### config.mk
export PLATFORM = sky130hd
export DESIGN_NAME = psg_system
export DESIGN_NICKNAME = d
export VERILOG_FILES = /design/src/logic/psg_pkg.sv /design/src/logic/psg_cfg_if.sv /design/src/logic/psg_tick_gen.sv /design/src/logic/psg_registers.sv /design/src/logic/psg_tone_bank.sv /design/src/logic/psg_mixer.sv /design/src/logic/psg_system.sv
export SDC_FILE = /design/constraint.sdc
export NUM_CORES = 1
export LEC_CHECK = 0
export ABC_AREA = 0
export BUFFER_PORTS_ARGS = -buffer_cell sky130_fd_sc_hd__buf_2
export CELL_PAD_IN_SITES_DETAIL_PLACEMENT = 1
export CELL_PAD_IN_SITES_GLOBAL_PLACEMENT = 2
export CORE_MARGIN = 2
export CORE_UTILIZATION = 30
export DETAILED_ROUTE_END_ITERATION = 8
export PLACE_DENSITY = 0.65
export SETUP_SLACK_MARGIN = 0.02
export SLEW_MARGIN = 20
export SYNTH_ARGS = -nofsm -noshare
export SYNTH_HDL_FRONTEND = slang
export SYNTH_SLANG_ARGS = --single-unit
### constraint.sdc
create_clock -name clk -period 9.8 [get_ports clk]
set_clock_uncertainty 0.15 [all_clocks]
set_input_delay 1.96 -clock clk [delete_from_list [all_inputs] [get_ports clk]]
set_output_delay 1.96 -clock clk [all_outputs]
set_load 0.005 [all_outputs]
### src/logic/psg_pkg.sv
// PSG shared definitions
// Clock rates, field widths, register map, reset values and the DAC level table

package psg_pkg;

    // **********************************************************
    // Clocking and tick generation
    // **********************************************************
    localparam int unsigned CLK_HZ     = 50_000_000;   // System clock
    localparam int unsigned PSG_HZ     = 1_789_000;    // Target tick rate
    localparam int          PHASE_BITS = 24;           // Accumulator width

    // Rounded PSG_HZ * 2**PHASE_BITS / CLK_HZ
    localparam logic [PHASE_BITS-1:0] PHASE_INC = PHASE_BITS'(
        ((longint'(PSG_HZ) << PHASE_BITS) + longint'(CLK_HZ / 2)) / longint'(CLK_HZ));

    // **********************************************************
    // Field widths
    // **********************************************************
    localparam int NUM_CHAN    = 3;    // Tone channels A, B, C
    localparam int TONE_BITS   = 12;   // Tone period
    localparam int AMP_BITS    = 4;    // Amplitude code
    localparam int DAC_BITS    = 10;   // Level out of the exp table
    localparam int VOL_BITS    = 8;    // Channel and master volume
    localparam int SAMPLE_BITS = 16;   // Output sample

    // Mixer datapath widths
    localparam int VOL_SHIFT    = 6;
    localparam int MASTER_SHIFT = 7;
    localparam int PROD_BITS    = DAC_BITS + VOL_BITS;               // Level * volume
    localparam int CONTRIB_BITS = PROD_BITS - VOL_SHIFT;             // Per channel after shift
    localparam int SUM_BITS     = CONTRIB_BITS + $clog2(NUM_CHAN);   // Three channel sum
    localparam int MIXED_BITS   = SUM_BITS + VOL_BITS;               // Sum * master

    localparam int SAMPLE_MAX = 32767;   // Positive clamp

    // **********************************************************
    // Register map
    // **********************************************************
    // Upper address nibble selects the block
    localparam logic [3:0] BLOCK_PSG = 4'h0;
    localparam logic [3:0] BLOCK_MIX = 4'h8;

    // PSG block offsets, channel n at base + stride * n
    localparam int REG_TONE_LO = 0;   // Period bits 7:0, stride 2
    localparam int REG_TONE_HI = 1;   // Period bits 11:8, stride 2
    localparam int REG_ENABLE  = 6;   // One enable bit per channel
    localparam int REG_AMP     = 7;   // Stride 1

    // Mixer block offsets
    localparam int REG_VOL    = 0;    // Stride 1
    localparam int REG_MASTER = 3;

    // Reset values, all other fields clear to 0
    localparam logic [VOL_BITS-1:0] VOL_DEFAULT    = VOL_BITS'(64);
    localparam logic [VOL_BITS-1:0] MASTER_DEFAULT = VOL_BITS'(128);

    // **********************************************************
    // Exponential DAC levels, about 3 dB per amplitude step
    // **********************************************************
    localparam logic [DAC_BITS-1:0] LEVEL_TABLE [0:15] = '{
        10'd0,   10'd8,   10'd11,  10'd16,
        10'd23,  10'd32,  10'd45,  10'd64,
        10'd90,  10'd128, 10'd181, 10'd256,
        10'd362, 10'd512, 10'd723, 10'd1023
    };

endpackage

### src/logic/psg_cfg_if.sv
// PSG configuration bundle
// Carries register contents from the register block to the tone bank and mixer

`timescale 1ns/10ps

interface psg_cfg_if import psg_pkg::*; ();

    logic [NUM_CHAN-1:0][TONE_BITS-1:0] tone_period;    // Per channel period
    logic [NUM_CHAN-1:0]                tone_enable;    // Active high
    logic [NUM_CHAN-1:0][AMP_BITS-1:0]  amplitude;      // Exp table index
    logic [NUM_CHAN-1:0][VOL_BITS-1:0]  chan_volume;    // Mixer per channel
    logic [VOL_BITS-1:0]                master_volume;

    // Register block owns every field
    modport regs (
        output tone_period,
        output tone_enable,
        output amplitude,
        output chan_volume,
        output master_volume
    );

    // Tone bank only needs the periods
    modport tone (
        input tone_period
    );

    modport mix (
        input tone_enable,
        input amplitude,
        input chan_volume,
        input master_volume
    );

endinterface

### src/logic/psg_tick_gen.sv
// PSG tick generator
// Fractional phase accumulator, one clock wide tick on every carry out

`timescale 1ns/10ps

module psg_tick_gen import psg_pkg::*; (
    input  logic clk,
    input  logic rst,
    output logic tick
);

    logic [PHASE_BITS-1:0] phase;        // Fractional position within a tick
    logic [PHASE_BITS-1:0] phase_next;

    // Carry out of the add is the tick, remainder carries over so no drift
    assign {tick, phase_next} = {1'b0, phase} + {1'b0, PHASE_INC};

    always_ff @(posedge clk) begin
        if (rst) begin
            phase <= '0;   // First carry lands after 2**PHASE_BITS / PHASE_INC clocks
        end else begin
            phase <= phase_next;
        end
    end

    // **********************************************************
    // Checks
    // **********************************************************
    // Increment is well below half the range, so ticks never touch
    a_tick_isolated : assert property (
        @(posedge clk) disable iff (rst)
        tick |=> !tick
    ) else $error("tick high on two consecutive cycles");

endmodule

### src/logic/psg_registers.sv
// PSG register block
// Address decode for the PSG and mixer blocks, field storage with reset
// defaults, and a registered read port

`timescale 1ns/10ps

module psg_registers import psg_pkg::*; (
    input  logic       clk,
    input  logic       rst,
    input  logic [7:0] addr,
    input  logic [7:0] wr_data,
    input  logic       wr_en,
    output logic [7:0] rd_data,
    psg_cfg_if.regs    cfg
);

    logic [3:0] blk;       // Block select nibble
    logic [3:0] off;       // Register offset in block
    logic       psg_sel;
    logic       mix_sel;

    // Per field address hits, shared by write and read
    logic [NUM_CHAN-1:0] hit_lo;
    logic [NUM_CHAN-1:0] hit_hi;
    logic [NUM_CHAN-1:0] hit_amp;
    logic [NUM_CHAN-1:0] hit_vol;
    logic                hit_en;
    logic                hit_master;

    // Field storage at native widths
    logic [NUM_CHAN-1:0][7:0]           tone_lo;
    logic [NUM_CHAN-1:0][TONE_BITS-9:0] tone_hi;
    logic [NUM_CHAN-1:0]                enable;
    logic [NUM_CHAN-1:0][AMP_BITS-1:0]  amp;
    logic [NUM_CHAN-1:0][VOL_BITS-1:0]  vol;
    logic [VOL_BITS-1:0]                master;

    logic [7:0] rd_next;

    // **********************************************************
    // Address decode
    // **********************************************************
    assign blk     = addr[7:4];
    assign off     = addr[3:0];
    assign psg_sel = (blk == BLOCK_PSG);
    assign mix_sel = (blk == BLOCK_MIX);

    always_comb begin
        for (int ch = 0; ch < NUM_CHAN; ch++) begin
            hit_lo[ch]  = psg_sel && (int'(off) == REG_TONE_LO + 2 * ch);
            hit_hi[ch]  = psg_sel && (int'(off) == REG_TONE_HI + 2 * ch);
            hit_amp[ch] = psg_sel && (int'(off) == REG_AMP + ch);
            hit_vol[ch] = mix_sel && (int'(off) == REG_VOL + ch);
        end
        hit_en     = psg_sel && (int'(off) == REG_ENABLE);
        hit_master = mix_sel && (int'(off) == REG_MASTER);
    end

    // **********************************************************
    // Storage, writes always accepted
    // **********************************************************
    always_ff @(posedge clk) begin
        if (rst) begin
            tone_lo <= '0;
            tone_hi <= '0;
            enable  <= '0;                         // All channels off
            amp     <= '0;
            vol     <= {NUM_CHAN{VOL_DEFAULT}};
            master  <= MASTER_DEFAULT;
        end else if (wr_en) begin
            for (int ch = 0; ch < NUM_CHAN; ch++) begin
                if (hit_lo[ch])  tone_lo[ch] <= wr_data;
                if (hit_hi[ch])  tone_hi[ch] <= wr_data[TONE_BITS-9:0];   // Upper bits dropped
                if (hit_amp[ch]) amp[ch]     <= wr_data[AMP_BITS-1:0];
                if (hit_vol[ch]) vol[ch]     <= wr_data;
            end
            if (hit_en)     enable <= wr_data[NUM_CHAN-1:0];
            if (hit_master) master <= wr_data;
        end
    end

    always_comb begin
        for (int ch = 0; ch < NUM_CHAN; ch++) begin
            cfg.tone_period[ch] = {tone_hi[ch], tone_lo[ch]};
        end
    end
    assign cfg.tone_enable   = enable;
    assign cfg.amplitude     = amp;
    assign cfg.chan_volume   = vol;
    assign cfg.master_volume = master;

    // **********************************************************
    // Read port, zero extended, 0 for unmapped
    // **********************************************************
    always_comb begin
        rd_next = '0;
        for (int ch = 0; ch < NUM_CHAN; ch++) begin
            if (hit_lo[ch])  rd_next = tone_lo[ch];
            if (hit_hi[ch])  rd_next = 8'(tone_hi[ch]);
            if (hit_amp[ch]) rd_next = 8'(amp[ch]);
            if (hit_vol[ch]) rd_next = vol[ch];
        end
        if (hit_en)     rd_next = 8'(enable);
        if (hit_master) rd_next = master;
    end

    always_ff @(posedge clk) begin
        if (rst) rd_data <= '0;
        else     rd_data <= rd_next;   // One cycle behind addr
    end

    a_rd_reset : assert property (
        @(posedge clk) rst |=> (rd_data == '0)
    ) else $error("rd_data not cleared after reset");

endmodule

### src/logic/psg_tone_bank.sv
// PSG tone bank
// One period counter and square flip-flop per channel, stepped by the tick
// All squares presented together with square_valid

`timescale 1ns/10ps

module psg_tone_bank import psg_pkg::*; (
    input  logic                clk,
    input  logic                rst,
    input  logic                tick,
    psg_cfg_if.tone             cfg,
    output logic [NUM_CHAN-1:0] square,
    output logic                square_valid
);

    // **********************************************************
    // Per channel period counters
    // **********************************************************
    genvar g;
    generate
        for (g = 0; g < NUM_CHAN; g++) begin : g_chan
            logic [TONE_BITS-1:0] count;        // Ticks since last toggle
            logic [TONE_BITS-1:0] period_eff;   // Period with 0 treated as 1
            logic                 wrap;
            logic                 sq;

            assign period_eff = (cfg.tone_period[g] == '0) ? TONE_BITS'(1)
                                                           : cfg.tone_period[g];

            // Count reaching period on this tick, >= covers a period lowered
            // below the running count
            assign wrap = (count >= period_eff - 1'b1);

            always_ff @(posedge clk) begin
                if (rst) begin
                    count <= '0;
                    sq    <= 1'b0;
                end else if (tick) begin
                    if (wrap) begin
                        count <= '0;
                        sq    <= ~sq;            // Half period done
                    end else begin
                        count <= count + 1'b1;
                    end
                end
            end

            assign square[g] = sq;
        end
    endgenerate

    // Squares settle on the same edge, so valid is just the delayed tick
    always_ff @(posedge clk) begin
        if (rst) square_valid <= 1'b0;
        else     square_valid <= tick;
    end

endmodule

### src/logic/psg_mixer.sv
// PSG mixer
// Exp level lookup, channel and master volume scaling, saturation,
// and a valid/ready output register holding one sample

`timescale 1ns/10ps

module psg_mixer import psg_pkg::*; (
    input  logic                          clk,
    input  logic                          rst,
    input  logic [NUM_CHAN-1:0]           square,
    input  logic                          square_valid,
    input  logic                          sample_ready,
    psg_cfg_if.mix                        cfg,
    output logic signed [SAMPLE_BITS-1:0] sample,
    output logic                          sample_valid
);

    // Stage 1 signals
    logic [NUM_CHAN-1:0][DAC_BITS-1:0]     level;
    logic [NUM_CHAN-1:0][PROD_BITS-1:0]    prod;
    logic [NUM_CHAN-1:0][CONTRIB_BITS-1:0] contrib_next;
    logic [NUM_CHAN-1:0][CONTRIB_BITS-1:0] contrib;       // Registered products
    logic                                  s1_valid;

    // Stage 2 signals
    logic [SUM_BITS-1:0]    sum;
    logic [MIXED_BITS-1:0]  mixed;
    logic [SAMPLE_BITS-1:0] clamped;
    logic                   load;

    // **********************************************************
    // Stage 1 scales each level by its channel volume
    // **********************************************************
    always_comb begin
        for (int ch = 0; ch < NUM_CHAN; ch++) begin
            level[ch] = LEVEL_TABLE[cfg.amplitude[ch]];
            prod[ch]  = level[ch] * cfg.chan_volume[ch];
            // Silent unless enabled and high
            if (square[ch] && cfg.tone_enable[ch])
                contrib_next[ch] = prod[ch][PROD_BITS-1:VOL_SHIFT];
            else
                contrib_next[ch] = '0;
        end
    end

    always_ff @(posedge clk) begin
        if (square_valid) contrib <= contrib_next;   // Products held for stage 2
    end

    always_ff @(posedge clk) begin
        if (rst) s1_valid <= 1'b0;
        else     s1_valid <= square_valid;
    end

    // **********************************************************
    // Stage 2 sums, applies master volume and clamps
    // **********************************************************
    always_comb begin
        sum = '0;
        for (int ch = 0; ch < NUM_CHAN; ch++) begin
            sum = sum + contrib[ch];
        end
        mixed = sum * cfg.master_volume;
        if (mixed[MIXED_BITS-1:MASTER_SHIFT] > SAMPLE_MAX)
            clamped = SAMPLE_BITS'(SAMPLE_MAX);
        else
            clamped = SAMPLE_BITS'(mixed[MIXED_BITS-1:MASTER_SHIFT]);
    end

    // **********************************************************
    // Output register and handshake
    // **********************************************************
    // Take a result when empty or draining
    // A result arriving during a stall is lost
    assign load = s1_valid && (!sample_valid || sample_ready);

    always_ff @(posedge clk) begin
        if (rst) begin
            sample_valid <= 1'b0;
        end else if (load) begin
            sample_valid <= 1'b1;
        end else if (sample_ready) begin
            sample_valid <= 1'b0;                   // Accepted with nothing new behind it
        end
    end

    always_ff @(posedge clk) begin
        if (load) sample <= $signed(clamped);
    end

    // Held sample must not move until taken
    a_sample_hold : assert property (
        @(posedge clk) disable iff (rst)
        (sample_valid && !sample_ready) |=> (sample_valid && $stable(sample))
    ) else $error("sample changed while stalled");

endmodule

### src/logic/psg_system.sv
// PSG system top level
// Tick generator, register block, tone bank and mixer on one clock

`timescale 1ns/10ps

module psg_system import psg_pkg::*; (
    input  logic                          clk,
    input  logic                          rst,
    input  logic [7:0]                    addr,
    input  logic [7:0]                    wr_data,
    input  logic                          wr_en,
    output logic [7:0]                    rd_data,
    output logic signed [SAMPLE_BITS-1:0] sample,
    output logic                          sample_valid,
    input  logic                          sample_ready
);

    logic                tick;           // One clock per PSG tick
    logic [NUM_CHAN-1:0] square;
    logic                square_valid;

    psg_cfg_if cfg ();                   // Register contents bundle

    // **********************************************************
    // Blocks
    // **********************************************************
    psg_tick_gen u_tick_gen (
        .clk  (clk),
        .rst  (rst),
        .tick (tick)
    );

    psg_registers u_registers (
        .clk     (clk),
        .rst     (rst),
        .addr    (addr),
        .wr_data (wr_data),
        .wr_en   (wr_en),
        .rd_data (rd_data),
        .cfg     (cfg)
    );

    psg_tone_bank u_tone_bank (
        .clk          (clk),
        .rst          (rst),
        .tick         (tick),
        .cfg          (cfg),
        .square       (square),
        .square_valid (square_valid)
    );

    psg_mixer u_mixer (
        .clk          (clk),
        .rst          (rst),
        .square       (square),
        .square_valid (square_valid),
        .sample_ready (sample_ready),
        .cfg          (cfg),
        .sample       (sample),
        .sample_valid (sample_valid)
    );

endmodule

==> results.yml <==
setup_path:
  startpoint_type: "register"
  critical_path_arrival_ns: 8.53
  ff2ff_setup_slack_ns: 1.44
  worstPathRequired_ns: 9.97
  crit_type: "reg -> reg"
  max_stage_delay_ns: 0.52
  crit_buf_inv: 3
  reg2reg_depth: 30
  end_kind: "register"
  worst-path-stages: 30
  worst_path_dominant_cell_family: "adder cells"
  r2r-end: "u_mixer.sample[14]"
  timing.critical_path.mode_cell: "fa_1"
  path_max_fanout: 8
  r2r-start: "u_mixer.contrib[12]"
  crit_slowest_cell: "xor2_1"
drt:
  drt_iter0_markers: 539
  finalWirelength_um: 60300
  num_vias: 17000
  dr.pass1.iters: 5
  drc: 0
  via_per_inst: 4.93
  ant_nets: 0
  wire_per_inst_um: 17.5
sta:
  setup_viol: 0
  tightest_slew_ns: 0.977
  rsz0062_at_grt: "false"
  fmax_mhz: 120
  slew_violations: 0
  min_period_ns: 8.36
  final_hold_viol_count: 0
  relSlewSlack_pct: 34.4
  setup_tns_ns: 0
  timing.final.crit_share_pct: 85.4
finish:
  multiInputGateArea_um2: 15500
  layout-drive-gt1-share_pct: 5.61
  area_delta_synth_final_pct: 9.22
  fill_cells: 8451
  seq_area_um2: 4680
  fin_nets: 2934
place:
  numPortBuffers: 43
  dp_hpwl_um: 47700
  gp_congestion: 0.806
clock_tree:
  post_cts_buffers: 0
  clk_latency_ns: 0.58
  cts.repair.resized: 0
  clk_pin_slew_worst_paths_ns: 0.06
  ctsLongestPathBuffers: 3
  postCtsHoldBufs: 0
  cts_buffers: 27
  cts-root-buf: "clkbuf_16"
  htree_num_levels: 1
  cts_tree: "built"
  cts.sinks: 208
power_and_ir_drop:
  seq_power_share_pct: 44.4
  power_density_nw_per_um2: 85.0
  p_clk_share_pct: 51.5
  power.switching_mw: 0.492
  p_comb_share_pct: 4.1
  ir_drop_mv: 0.123
  power.leakage_nw: 10.5
  power.total_mw: 2.01
  p_sw_share_pct: 24.4
  internal_power_mw: 1.52
yosys:
  synth_largest_area_cell: "fa_1"
  ys_seq_elements: 208
  yosys_warnings: 0
  ys_types: 80
  syn_inst: 2486
  synth-edff-count: 51
  synth-main-ff-cell: "dfxtp_1"
  avgSynthCellArea_um2: 8.73
  synth-seq-area-share_pct: 21.5
  syn_nets: 2945
  syn-cell-area_um2: 21700
  async_flop_share_pct: 0
  ys_top_cells_by_area: "fa_1, dfxtp_1, ha_1"
  synth_top_area_share_pct: 19.7
hold_path:
  min_from: "u_tick_gen.phase[0]"
  hold_path_class: "reg -> reg"
  min_path_cells: 1
  holdPathEnd: "u_tick_gen.phase[0]"
die:
  dieArea_um2: 74500
  fp.dieH_um: 273
  boundaryPins: 45
  die_w_um: 273
  num_rows: 98
  core_area_um2: 71600
  start_util_pct: 30.3
grt:
  grt_max_degree: 69
  grt_pass1_vias: 18600
  grt_usage_pct: 16.3
  gr-total-overflow: 0
  grt_first_pass_wirelength_um: 98800
  antenna_found_initial: 1
run_status:
  status: "finished clean"
flow_run:
  maxCapViolations: 0
## final cells by class
cell class | count | area share (%)
tap | 950 | 5.01
multi-input combinational | 1901 | 65.6
timing repair buffer | 54 | 1.27
antenna | 2 | 0.0211
sequential | 208 | 19.7
clock inverter | 11 | 0.454
clock buffer | 39 | 3.47
inverter | 283 | 4.48
## flip-flops by register name, summed over array words and instances (netlist names)
name,cells
u_mixer.contrib,36
u_registers.cfg.tone_period,36
u_tone_bank.g_chan.count,36
u_registers.cfg.chan_volume,24
u_tick_gen.phase,24
u_mixer.sample,15
u_registers.cfg.amplitude,12
u_registers.cfg.master_volume,8
u_registers.rd_data,8
u_registers.cfg.tone_enable,3
u_tone_bank.g_chan.sq,3
u_mixer.s1_valid,1
u_mixer.sample_valid,1
u_tone_bank.square_valid,1
## worst max path at each step
| stage | start | endpoint | slack [ns] |
|---|---|---|---|
| floorplan | u_mixer.contrib[0] | u_mixer.sample[14] | 2.22 |
| global placement | u_mixer.contrib[0] | u_mixer.sample[14] | 1.52 |
| detailed placement | u_mixer.contrib[12] | u_mixer.sample[14] | 1.30 |
| CTS | u_mixer.contrib[12] | u_mixer.sample[14] | 1.32 |
| global route | u_mixer.contrib[0] | u_mixer.sample[14] | 0.86 |
| finish | u_mixer.contrib[12] | u_mixer.sample[14] | 1.44 |
## power by group through the flow
stage | clock network, mW | logic (mW) | registers, mW
floorplan | 0 | 0.0572 | 0.910
global placement | 0 | 0.0800 | 0.912
detailed placement | 0 | 0.0831 | 0.914
CTS | 1.08 | 0.0835 | 0.895
global route | 1.11 | 0.0918 | 0.896
finish | 1.04 | 0.0823 | 0.895
## cells by family (layout without fill, tap and decap cells)
logic type | after synthesis | in the layout | share of synthesized area [%]
compound gates | 342 | 342 | 10.2
xor+xnor | 138 | 138 | 5.57
fa+ha+maj | 439 | 439 | 32.7
buf+inv | 377 | 387 | 6.89
flops | 208 | 208 | 21.5
mux | 37 | 37 | 1.97
other cells | 1 | 3 | 0.0173
simple gates | 944 | 944 | 21.1
## per-layer routing
| metal | routed length [um] | part of all wire (%) | GRT usage [%] |
|---|---|---|---|
| met4 | 1080 | 1.8 | 3.44 |
| met5 | 0 | 0 | 0 |
| met3 | 1450 | 2.4 | 1.57 |
| met1 | 28200 | 47 | 21.3 |
| met2 | 29500 | 49 | 29.3 |
## per-stage QoR
stage               hold slack, ns  cell area [um^2]  setup slack (ns)  cells  util (%)
global placement             0.287             22800              1.52   3396      31.8
global route                 0.338             23700             0.861   3446      33.1
detailed placement           0.301             22800              1.30   3396      31.8
CTS                          0.315             23700              1.32   3446      33.1
floorplan                    0.280             21700              2.22   2486         -
finish                       0.310             23700              1.44   3448      33.1
## cells in the final DEF, fill, tap and decap left out, drive strengths merged, types with 49 or more instances in the layout
cell type	count
fa	214
ha	225
nand3	86
and2	181
inv	287
nor3	49
a21oi	130
xnor2	89
xor2	49
dfxtp	157
o21ai	58
buf	54
nor2	180
nand2	310
edfxtp	51
## cells in the mapped netlist, types with 9 or more instances
master and n:
nand2_1 310, inv_1 283, ha_1 225, fa_1 214, and2_1 181, nor2_1 180, dfxtp_1 157, a21oi_1 129
xnor2_1 89, nand3_1 86, clkbuf_1 74, edfxtp_1 51, xor2_1 49, nor3_1 46, o21ai_0 42, a21o_1 29
nor2b_1 28, mux2i_1 27, and3_1 24, nand2b_1 16, o21ai_1 16, o21bai_1 13, a22oi_1 12, nand4_1 12
o21a_1 12, nor4_1 11, or3_1 11, or2_2 10, o22ai_1 9
Note: power is estimated with default switching activity, not from simulation.
